--- src/am_lock_pkg.sv ---
package am_lock_pkg;

	localparam int LEN_AM    = 48;     // six marker bytes, BIP bytes excluded
	localparam int N_ALIGNER = 20;     // lanes with a defined marker
	localparam int LANE_ID_W = 5;
	localparam int AM_PERIOD = 16384;  // valid blocks between markers
	localparam int TIMER_W   = 14;
	localparam int LOCK_GOOD = 2;      // good markers in a row to lock
	localparam int LOSS_BAD  = 4;      // bad markers in a row to lose lock

	// marker bytes M0, M1, M2, M4, M5, M6 with M0 in the top byte
	typedef logic [LEN_AM-1:0]    am_value_t;
	typedef logic [N_ALIGNER-1:0] lane_vec_t;
	typedef logic [LANE_ID_W-1:0] lane_id_t;
	typedef logic [63:0]          block_t;
	typedef logic [1:0]           sync_hdr_t;
	typedef logic [TIMER_W-1:0]   timer_t;

	typedef enum logic [1:0]
	{
		ST_SEARCH,   // hunting for any marker
		ST_CONFIRM,  // one marker seen, waiting one period
		ST_LOCKED,
		ST_INVALID   // locked, counting bad markers
	} lock_state_e;

	localparam sync_hdr_t SH_CTRL = 2'b10;

	// lane 0 first
	localparam am_value_t AM_LANE [N_ALIGNER] = '{
		48'hC168213E97DE,
		48'h9D718E628E71,
		48'h594BE8A6B417,
		48'h4D957BB26A84,
		48'hF507090AF8F6,
		48'hDD14C222EB3D,
		48'h9A4A2665B5D9,
		48'h7B456684BA99,
		48'hA024765FDB89,
		48'h68C9FB973604,
		48'hFD6C99029366,
		48'hB99155466EAA,
		48'h5CB9B2A3464D,
		48'h1AF8BDE50742,
		48'h83C7CA7C3835,
		48'h3536CDCAC932,
		48'hC4314C3BCEB3,
		48'hADD6B7522948,
		48'h5F662AA099D5,
		48'hC0F0E53F0F1A
	};

endpackage

--- src/am_cmp_if.sv ---
`timescale 1ns/1ps

interface am_cmp_if;

	logic                   enable_mask;   // accept a marker at any position
	logic                   timer_done;    // marker position reached
	am_lock_pkg::lane_vec_t match_mask;    // lanes allowed to match
	logic                   am_match;
	am_lock_pkg::lane_vec_t match_vector;  // one bit per matching lane

	modport fsm
	(
		output enable_mask,
		output match_mask,
		input  am_match,
		input  match_vector
	);

	modport cmp
	(
		input  enable_mask,
		input  timer_done,
		input  match_mask,
		output am_match,
		output match_vector
	);

endinterface

--- src/am_lock_comparator.sv ---
`timescale 1ns/1ps

module am_lock_comparator
(
	input  am_lock_pkg::am_value_t i_am_value,
	input  logic                   i_candidate,
	input  am_lock_pkg::am_value_t i_compare_mask,
	am_cmp_if.cmp                  u_cmp
);

	am_lock_pkg::am_value_t am_masked;
	am_lock_pkg::lane_vec_t lane_hit;
	logic                   enable;
	logic                   any_hit;

	assign am_masked = i_am_value & i_compare_mask;

	// masked compare against every lane constant
	always_comb
	begin
		for (int i = 0; i < am_lock_pkg::N_ALIGNER; i++)
		begin
			lane_hit[i] = (am_masked == (am_lock_pkg::AM_LANE[i] & i_compare_mask));
		end
	end

	assign u_cmp.match_vector = lane_hit & u_cmp.match_mask;  // only expected lanes
	assign any_hit = |u_cmp.match_vector;

	// searching, or the period has run out
	assign enable = u_cmp.enable_mask | u_cmp.timer_done;

	assign u_cmp.am_match = any_hit & enable & i_candidate;

endmodule

--- src/am_block_timer.sv ---
`timescale 1ns/1ps

module am_block_timer
(
	input  logic i_clock,
	input  logic i_rst,
	input  logic i_valid,
	input  logic i_restart,
	output logic o_timer_done
);

	am_lock_pkg::timer_t count;
	logic                armed;  // set by the first restart
	logic                at_last;

	assign at_last = (count == am_lock_pkg::timer_t'(am_lock_pkg::AM_PERIOD - 1));

	always_ff @(posedge i_clock)
	begin
		if (i_rst)
		begin
			count <= '0;
			armed <= 1'b0;
		end
		else if (i_valid)
		begin
			if (i_restart)
			begin
				count <= '0;  // restarting block is position zero
				armed <= 1'b1;
			end
			else if (armed)
			begin
				if (at_last)
					count <= '0;  // next period starts by itself
				else
					count <= count + 1'b1;
			end
		end
	end

	// only valid blocks advance the count, idle cycles are skipped
	assign o_timer_done = armed & i_valid & at_last;

endmodule

--- src/am_lock_fsm.sv ---
`timescale 1ns/1ps

module am_lock_fsm
(
	input  logic                  i_clock,
	input  logic                  i_rst,
	input  logic                  i_candidate,
	input  logic                  i_timer_done,
	am_cmp_if.fsm                 u_cmp,
	output logic                  o_timer_restart,
	output logic                  o_am_lock,
	output am_lock_pkg::lane_id_t o_lane_id,
	output logic                  o_am_found
);

	am_lock_pkg::lock_state_e                     state;
	logic [$clog2(am_lock_pkg::LOCK_GOOD+1)-1:0] good_cnt;
	logic [$clog2(am_lock_pkg::LOSS_BAD+1)-1:0]  bad_cnt;
	logic                                         good;
	logic                                         searching;

	// lowest set lane wins
	function automatic am_lock_pkg::lane_id_t lane_encode(input am_lock_pkg::lane_vec_t vec);
		am_lock_pkg::lane_id_t idx;
		idx = '0;
		for (int i = am_lock_pkg::N_ALIGNER - 1; i >= 0; i--)
		begin
			if (vec[i])
				idx = am_lock_pkg::lane_id_t'(i);
		end
		return idx;
	endfunction

	assign searching = (state == am_lock_pkg::ST_SEARCH);
	assign good      = i_candidate & u_cmp.am_match;

	assign u_cmp.enable_mask = searching;
	assign u_cmp.match_mask  = searching ? '1 :
		(am_lock_pkg::lane_vec_t'(1) << o_lane_id);  // recorded lane only

	// first marker in search anchors the period
	assign o_timer_restart = searching & good;

	always_ff @(posedge i_clock)
	begin
		if (i_rst)
		begin
			state      <= am_lock_pkg::ST_SEARCH;
			o_am_lock  <= 1'b0;
			o_am_found <= 1'b0;
			o_lane_id  <= '0;
			good_cnt   <= '0;
			bad_cnt    <= '0;
		end
		else
		begin
			o_am_found <= 1'b0;
			case (state)
				am_lock_pkg::ST_SEARCH:
				begin
					if (good)
					begin
						o_lane_id  <= lane_encode(u_cmp.match_vector);
						o_am_found <= 1'b1;
						good_cnt   <= 1'b1;
						state      <= am_lock_pkg::ST_CONFIRM;
					end
				end
				am_lock_pkg::ST_CONFIRM:
				begin
					if (i_timer_done)
					begin
						if (good)
						begin
							o_am_found <= 1'b1;
							good_cnt   <= good_cnt + 1'b1;
							if (int'(good_cnt) + 1 >= am_lock_pkg::LOCK_GOOD)
							begin
								o_am_lock <= 1'b1;
								state     <= am_lock_pkg::ST_LOCKED;
							end
						end
						else
						begin
							good_cnt <= '0;  // start over
							state    <= am_lock_pkg::ST_SEARCH;
						end
					end
				end
				am_lock_pkg::ST_LOCKED:
				begin
					if (i_timer_done)
					begin
						if (good)
							o_am_found <= 1'b1;
						else
						begin
							bad_cnt <= 1'b1;  // first bad one
							state   <= am_lock_pkg::ST_INVALID;
						end
					end
				end
				am_lock_pkg::ST_INVALID:
				begin
					if (i_timer_done)
					begin
						if (good)
						begin
							o_am_found <= 1'b1;
							bad_cnt    <= '0;
							state      <= am_lock_pkg::ST_LOCKED;
						end
						else if (int'(bad_cnt) + 1 >= am_lock_pkg::LOSS_BAD)
						begin
							o_am_lock <= 1'b0;  // lock lost
							bad_cnt   <= '0;
							good_cnt  <= '0;
							state     <= am_lock_pkg::ST_SEARCH;
						end
						else
							bad_cnt <= bad_cnt + 1'b1;
					end
				end
				default:
					state <= am_lock_pkg::ST_SEARCH;
			endcase
		end
	end

endmodule

--- src/am_lock_top.sv ---
`timescale 1ns/1ps

module am_lock_top
(
	input  logic                   i_clock,
	input  logic                   i_rst,
	input  logic                   i_valid,
	input  am_lock_pkg::sync_hdr_t i_sync_header,
	input  am_lock_pkg::block_t    i_data,
	input  am_lock_pkg::am_value_t i_compare_mask,
	output logic                   o_am_lock,
	output am_lock_pkg::lane_id_t  o_lane_id,
	output logic                   o_am_found
);

	am_lock_pkg::am_value_t am_value;
	logic                   candidate;
	logic                   timer_restart;
	logic                   timer_done;

	am_cmp_if u_cmp_if ();

	// byte 0 sits in i_data[7:0], BIP3 and BIP7 are dropped
	assign am_value = {i_data[7:0], i_data[15:8], i_data[23:16],
		i_data[39:32], i_data[47:40], i_data[55:48]};

	assign candidate = i_valid & (i_sync_header == am_lock_pkg::SH_CTRL);  // control blocks only

	assign u_cmp_if.timer_done = timer_done;

	am_lock_comparator u_comparator
	(
		.i_am_value     (am_value),
		.i_candidate    (candidate),
		.i_compare_mask (i_compare_mask),
		.u_cmp          (u_cmp_if.cmp)
	);

	am_block_timer u_timer
	(
		.i_clock      (i_clock),
		.i_rst        (i_rst),
		.i_valid      (i_valid),
		.i_restart    (timer_restart),
		.o_timer_done (timer_done)
	);

	am_lock_fsm u_fsm
	(
		.i_clock         (i_clock),
		.i_rst           (i_rst),
		.i_candidate     (candidate),
		.i_timer_done    (timer_done),
		.u_cmp           (u_cmp_if.fsm),
		.o_timer_restart (timer_restart),
		.o_am_lock       (o_am_lock),
		.o_lane_id       (o_lane_id),
		.o_am_found      (o_am_found)
	);

endmodule

--- config.mk ---
export PLATFORM = sky130hd
export DESIGN_NAME = am_lock_top
export DESIGN_NICKNAME = d
export VERILOG_FILES = /design/src/am_lock_pkg.sv /design/src/am_cmp_if.sv /design/src/am_lock_comparator.sv /design/src/am_block_timer.sv /design/src/am_lock_fsm.sv /design/src/am_lock_top.sv
export SDC_FILE = /design/constraint.sdc
export NUM_CORES = 1
export LEC_CHECK = 0
export ABC_AREA = 0
export ABC_CLOCK_PERIOD_IN_PS = 4500
export BUFFER_PORTS_ARGS = -buffer_cell sky130_fd_sc_hd__buf_2
export CAP_MARGIN = 20
export CORE_UTILIZATION = 35
export DETAILED_ROUTE_END_ITERATION = 8
export GPL_ROUTABILITY_DRIVEN = 0
export SLEW_MARGIN = 10
export SYNTH_ARGS = -nofsm -noshare
export SYNTH_HDL_FRONTEND = slang
export SYNTH_HIERARCHICAL = 1
export SYNTH_SLANG_ARGS = --single-unit
--- constraint.sdc ---
create_clock -name i_clock -period 4.5 [get_ports i_clock]
set_input_delay 0.9 -clock i_clock [delete_from_list [all_inputs] [get_ports i_clock]]
set_output_delay 0.9 -clock i_clock [all_outputs]
set_load 0.1 [all_outputs]
### Yosys cells after proc, flatten, opt, wreduce, memory -nomap -nowiden

Cells that the tools add are included.

| cells by class | value |
|---|---|
| multiplexer cells | 55 |
| reduce and logical (&&, ||, !) cells | 14 |
| eq/ne operators | 36 |
| shift-type cells | 1 |
| add/subtract/negate cells | 5 |
| bitwise operators | 10 |
| order comparisons | 2 |

Operators by type and width:

| operator | number |
|---|---|
| == test 48 bit | 12 |
| == test 48 x 47 -> 1 bit | 6 |
| two-way mux 5 bit | 20 |
| bitwise AND 48 bit | 1 |
| == test 48 x 45 -> 1 bit | 1 |
| == test 48 x 46 -> 1 bit | 1 |
| two-way mux 14 bit | 3 |
| greater-or-equal comparator 32 x 3 -> 1 bit, second input constant | 1 |
| greater-or-equal comparator 32 x 4 -> 1 bit, second input constant | 1 |
| two-way mux 2 bit | 13 |
| bitwise AND 20 bit | 1 |
| two-way mux 20 bit | 1 |
| OR reduction 20 bit | 1 |
| left shift 1 x 5 -> 20 bit, first input constant | 1 |
| two-way mux 3 bit | 5 |
| adder 14 x 1 -> 14 bit, second input constant | 1 |
| == test 14 bit, second input constant | 1 |
| AND reduction 7 bit | 2 |
| inequality test 2 bit, second input constant | 5 |
| two-way mux 1 bit | 8 |
| inequality test 2 x 1 -> 1 bit, second input constant | 4 |
| one-hot mux 2 bit (4 select lines) | 1 |
| bitwise AND 1 bit | 7 |
| == test 2 bit, second input constant | 3 |
| 18 further kinds | 23 |

| word-level totals | value |
|---|---|
| logic and storage cells | 131 |
| bits in registers | 29 |
| output and inout port bits | 7 |

### Longest topological paths before layout

| logic depth | value |
|---|---|
| word-level depth | 23 |
| gate-level depth with buffers | 17 |

### By module

The synthesis kept the hierarchy.

By module, submodules not included:

| module | area an instance (sq um) | instances | seq. area each (sq um) | cells an instance |
|---|---|---|---|---|
| am_lock_comparator | 1620.3 | 1 | 0.0 | 255 |
| am_lock_fsm | 1119.8 | 1 | 280.3 | 152 |
| am_block_timer | 793.3 | 1 | 300.3 | 89 |
| am_lock_top | 8.8 | 1 | 0.0 | 1 |

### Least setup slack after synthesis

OpenSTA, ideal clock, no wires.

| timing | value |
|---|---|
| path kind | reg-to-reg |
| start point | register u_fsm.o_lane_id[2] |
| end point | register u_timer.count[12] |
| period minus slack after synthesis | 4.238 ns |
| arrival | 4.168 ns |
| path slack | 0.262 ns |
| buffers on the path | 1 |
| cell stages (with the launch flop) | 15 |
| cells stage by stage | dfxtp_1 -> or3b_2 -> o21ai_0 -> inv_1 -> or4_1 -> nor4_2 -> nor4_4 -> a41oi_2 -> nand4bb_1 -> clkbuf_2 -> inv_1 -> o21a_1 -> nand3_1 -> or3_1 -> a21boi_1 |

| on the way | value |
|---|---|
| word-level cells in the longest chain between the ends | 10 |
| elaborated cells between the ends (all ways) | 11 |

RTL lines:

| item | line | source |
|---|---|---|
| start: declaration | am_lock_fsm.sv:12 | `output am_lock_pkg::lane_id_t o_lane_id,` |
| start signal: assignment | am_lock_fsm.sv:63 | `o_lane_id <= lane_encode(u_cmp.match_vector);` |
| left shift 1 x 5 -> 20 bit (*) | am_lock_fsm.sv:39 | `(am_lock_pkg::lane_vec_t'(1) << o_lane_id);` |
| two-way mux 20 bit (*) | am_lock_fsm.sv:38 | `assign u_cmp.match_mask = searching ? '1 :` |
| named net u_cmp_if.match_mask[7] | am_cmp_if.sv:7 | `am_lock_pkg::lane_vec_t match_mask;` |
| bitwise AND 20 bit (*) | am_lock_comparator.sv:27 | `assign u_cmp.match_vector = lane_hit & u_cmp.match_mask;` |
| named net u_cmp_if.match_vector[7] | am_cmp_if.sv:9 | `am_lock_pkg::lane_vec_t match_vector;` |
| OR reduction 20 bit (*) | am_lock_comparator.sv:28 | `assign any_hit = \|u_cmp.match_vector;` |
| bitwise AND 1 bit (*) (2 in a row) | am_lock_comparator.sv:33 | `assign u_cmp.am_match = any_hit & enable & i_candidate;` |
| named net u_cmp_if.am_match | am_cmp_if.sv:8 | `logic am_match;` |
| bitwise AND 1 bit (*) | am_lock_fsm.sv:35 | `assign good = i_candidate & u_cmp.am_match;` |
| bitwise AND 1 bit (*) | am_lock_fsm.sv:42 | `assign o_timer_restart = searching & good;` |
| named net timer_restart | am_lock_top.sv:18 | `logic timer_restart;` |
| nonzero test 2 bit (no source line) | - |  |
| AND reduction 2 bit (no source line) | - |  |
| end signal: assignment | am_block_timer.sv:37 | `count <= count + 1'b1;` |
| end: declaration | am_block_timer.sv:12 | `am_lock_pkg::timer_t count;` |

Mark *: on every way through the listed nets, which the timed path passes. The rest lies on a longest branch.
A chain may end at the register's enable or synchronous reset.

### Worst setup path after layout

| timing | value |
|---|---|
| start point | input port i_data[43] |
| end point | register u_timer.count[12] |

| on the way | value |
|---|---|
| word-level cells in the longest chain between the ends | 10 |
| elaborated cells between the ends (all ways) | 30 |

RTL lines:

| item | line | source |
|---|---|---|
| start: declaration | am_lock_top.sv:9 | `input am_lock_pkg::block_t i_data,` |
| bitwise AND 48 bit (*) | am_lock_comparator.sv:16 | `assign am_masked = i_am_value & i_compare_mask;` |
| == test 48 x 46 -> 1 bit (*) | am_lock_comparator.sv:23 | `lane_hit[i] = (am_masked == (am_lock_pkg::AM_LANE[i] & i_compare_mask));` |
| bitwise AND 20 bit (*) | am_lock_comparator.sv:27 |  |
| named net u_cmp_if.match_vector[15] | am_cmp_if.sv:9 |  |
| OR reduction 20 bit (*) | am_lock_comparator.sv:28 |  |
| bitwise AND 1 bit (*) (2 in a row) | am_lock_comparator.sv:33 |  |
| named net u_cmp_if.am_match | am_cmp_if.sv:8 |  |
| bitwise AND 1 bit (*) | am_lock_fsm.sv:35 |  |
| bitwise AND 1 bit (*) | am_lock_fsm.sv:42 |  |
| named net timer_restart | am_lock_top.sv:18 |  |
| nonzero test 2 bit (no source line) | - |  |
| AND reduction 2 bit (no source line) | - |  |

Marked as above.

==> metrics.csv <==
metric,value,unit
status,finished clean,
Yosys cell types,73,
GR Overflow Total,0,
R2R depth,13,
DR vias,4183,
hold path start,u_fsm/bad_cnt[2],
Fin. Hold Viols,0,
DP HPWL,9.53,mm
maxcap violations,0,
initial drt markers,368,
met1 WL,4.98,mm
Fmax,253,MHz
Worst VDD drop,0.0000998,V
"most common cell after layout, fill and taps aside",buf_2,
Hold EP,u_fsm/bad_cnt[2],
routed length per placed instance,15.3,µm
Antenna Nets Post-Route,0,
DIE WIDTH,103,µm
row count,36,
HP Class,reg -> reg,
CTS tree,done,
GRT Util Overall,21.6,%
Crit-path slowest cell,nor4_1,
"top cells by area, synth","dfxtp_1 16%, nand2b_1 8.1%, nand2_1 7.3%",
CP startpoint kind,input pin,
final period utilization,87.9,%
synthesized net count,617,
CP top delay family,simple AND/OR/NAND/NOR gates,
number of port buffers,107,
Sink Count,29,
crit-path cells,"buf_2, nand2b_1, nand4_2, or2_2, nor4_1, and4_1, nor3_1, a41oi_2, nand4bb_1, inv_1, o21a_1, nand3_1, or3_1, a21boi_1",
"Clk pin slew, worst setup/hold paths",0.06,ns
Gate power share,29.2,%
final setup TNS,0,ns
number of buffers created by CTS,5,
Die Area,0.0105,mm²
final wirelength,11.3,mm
Post-synth EDFFs,0,
Power Dens Cells,154,mW/mm²
RSZ-0062 raised after global routing,false,
"Slew Viols, Final",0,
clk buf depth,2,
Post-synth ARST share,0,%
WP data required,4.71,ns
Mapped Cells,497,
H-tree depth,2,
"commonest cells after routing, fill and taps aside","107 x buf_2, 69 x nand2_1, 46 x nand2b_1",
Ant. Diodes,0,
Worst Setup End Kind,flop,
CP Max Fanout,9,
Core ar.,0.00977,mm²
Placed Area,0.00423,mm²
Yosys top cell by area,dfxtp_1,
final core utilization,44.2,%
hold_buf cts,0,
Vias/cell,5.67,
Main synth FF type,dfxtp_1,
register area share after synthesis,16.4,%
Setup Crit Path Kind,in -> reg,
First-pass DRT Iterations,8,
DR DRC count,0,
P_int,0.456,mW
max_slew headroom,60.2,%
top cell type's share of synthesized area,16.4,%
Top Layer Used,met4,
metal3 WL,820,µm
postcts setup bufs,0,
NetSw,0.210,mW
YS warnings,6,
Bufs and invs on worst path,2,
worst skew pair latency,0.28,ns
maximum number of pins on one net before global-route repair,28,
Final Instance Area,0.00432,mm²
first-pass GRT wire length,18.1,mm
Worst Max-Slew Pin Slew,0.592,ns
io pins,124,
sequential power share,38.5,%
Yosys reg bits,29,
share of total power in the clock network,32.3,%
clock root buffer,clkbuf_8,
initial antenna violation count,0,
Final Critical Period,3.96,ns
share of layout cells above drive strength 1,30.7,%
area growth from synthesis to layout,21.9,%
# fillers,1025,
final net count,725,
syn avg cell area,7.13,µm²
Fin Clk Skew,0.00203,ns
CP Data Arrival Time,4.17,ns
setup violators final,0,
hold path cells,2,
routed wl met2,5.21,mm
Static Leakage,1.79,nW
starting density of the core,36.2,%
vias in the first global route,3960,
r2r endpoint,u_timer/count[13],
Netlist Area Pre-Place,0.00354,mm²
switching share of power,31.6,%
"slowest stage delay, CP",0.45,ns
reg2reg setup slack,0.76,ns
Chip Height,103,µm
Resize count post-CTS,0,
[area by class of cell]
type | instances | area (µm²) | area share [%]
flip-flops and latches | 29 | 581 | 13.4
well taps | 133 | 166 | 3.86
repair buffers | 111 | 566 | 13.1
multi-input cells | 435 | 2830 | 65.6
clock buffers | 7 | 86.3 | 2.00
inverters | 23 | 86.3 | 2.00
[worst max-delay path by stage]
stage / from / to / slack, ns / cells after the start
detailed placement: i_data[43] / u_timer/count[12] / 0.40 / 14
global placement: i_data[43] / u_timer/count[12] / 0.45 / 14
floorplan: u_fsm/o_lane_id[2] / u_timer/count[12] / 0.26 / 14
CTS: i_data[43] / u_timer/count[12] / 0.69 / 14
finish: i_data[43] / u_timer/count[12] / 0.54 / 14
global route: i_data[43] / u_timer/count[12] / 0.26 / 14
[power by group through the flow]
stage               Clock, mW  Sequential [mW]  Combinational (mW)
finish                  0.215            0.257               0.195
floorplan                   0            0.262               0.105
CTS                     0.222            0.257               0.191
global route            0.236            0.256               0.211
detailed placement          0            0.262               0.191
global placement            0            0.262               0.188
[routing by layer]
layer	vias up	GRT usage, %
met5	-	0
met4	0	7.25
met3	33	4.20
met2	205	35.9
met1	1862	27.8
li1	2083	-
[cell families (layout without fill, tap and decap cells)]
logic type | count (synthesis) | after routing | share of synthesized area, %
adder cells (fa/ha/maj) | 3 | 3 | 1.06
XOR/XNOR | 8 | 8 | 1.98
multiplexers | 2 | 2 | 0.600
buffers and inverters | 33 | 141 | 3.67
flip-flops | 29 | 29 | 16.4
AND/OR/NAND/NOR | 349 | 349 | 61.5
AO/OA/AOI/OAI | 73 | 73 | 14.8
[state kept, by name, summed over array words and instances, names as in the netlist, named ones only]
register / flops
u_fsm/good_cnt: 2
u_timer/count: 14
u_fsm/o_am_lock: 1
u_fsm/o_am_found: 1
u_fsm/bad_cnt: 3
u_fsm/o_lane_id: 5
u_timer/armed: 1
u_fsm/state: 1
[metrics by stage]
step / power, mW / cells / setup slack [ns] / hold WS [ns]
final: 0.667 / 738 / 0.544 / 0.463
after global routing: 0.704 / 738 / 0.264 / 0.488
after CTS: 0.670 / 738 / 0.688 / 0.470
after detailed placement: 0.453 / 731 / 0.403 / 0.465
after global placement: 0.450 / 731 / 0.445 / 0.454
after floorplan: 0.367 / 497 / 0.262 / 0.438
[worst register-to-register path, cell delays in order (launching register included)]
cell and delay (ns):
dfxtp_1 0.60, or2_2 0.37, o21ai_0 0.14, inv_1 0.10
nor4_1 0.06, and4_1 0.28, or4_4 0.52, nor4_4 0.24
a41oi_2 0.20, nand4bb_1 0.18, inv_1 0.15, or2_0 0.26
or4_1 0.50, o211ai_2 0.09
[cells in the mapped netlist, types with 8 or more instances]
cell and instances:
nand4_2 17, nand4_1 39, nor3_1 26, nand2b_4 10, nand2b_1 46, nor2_1 42, nor2_2 8, nor4_1 25
inv_1 23, dfxtp_1 29, nand2_1 69, o21ai_0 27, nand3_1 11
Note: power is estimated with default switching activity, not from simulation.
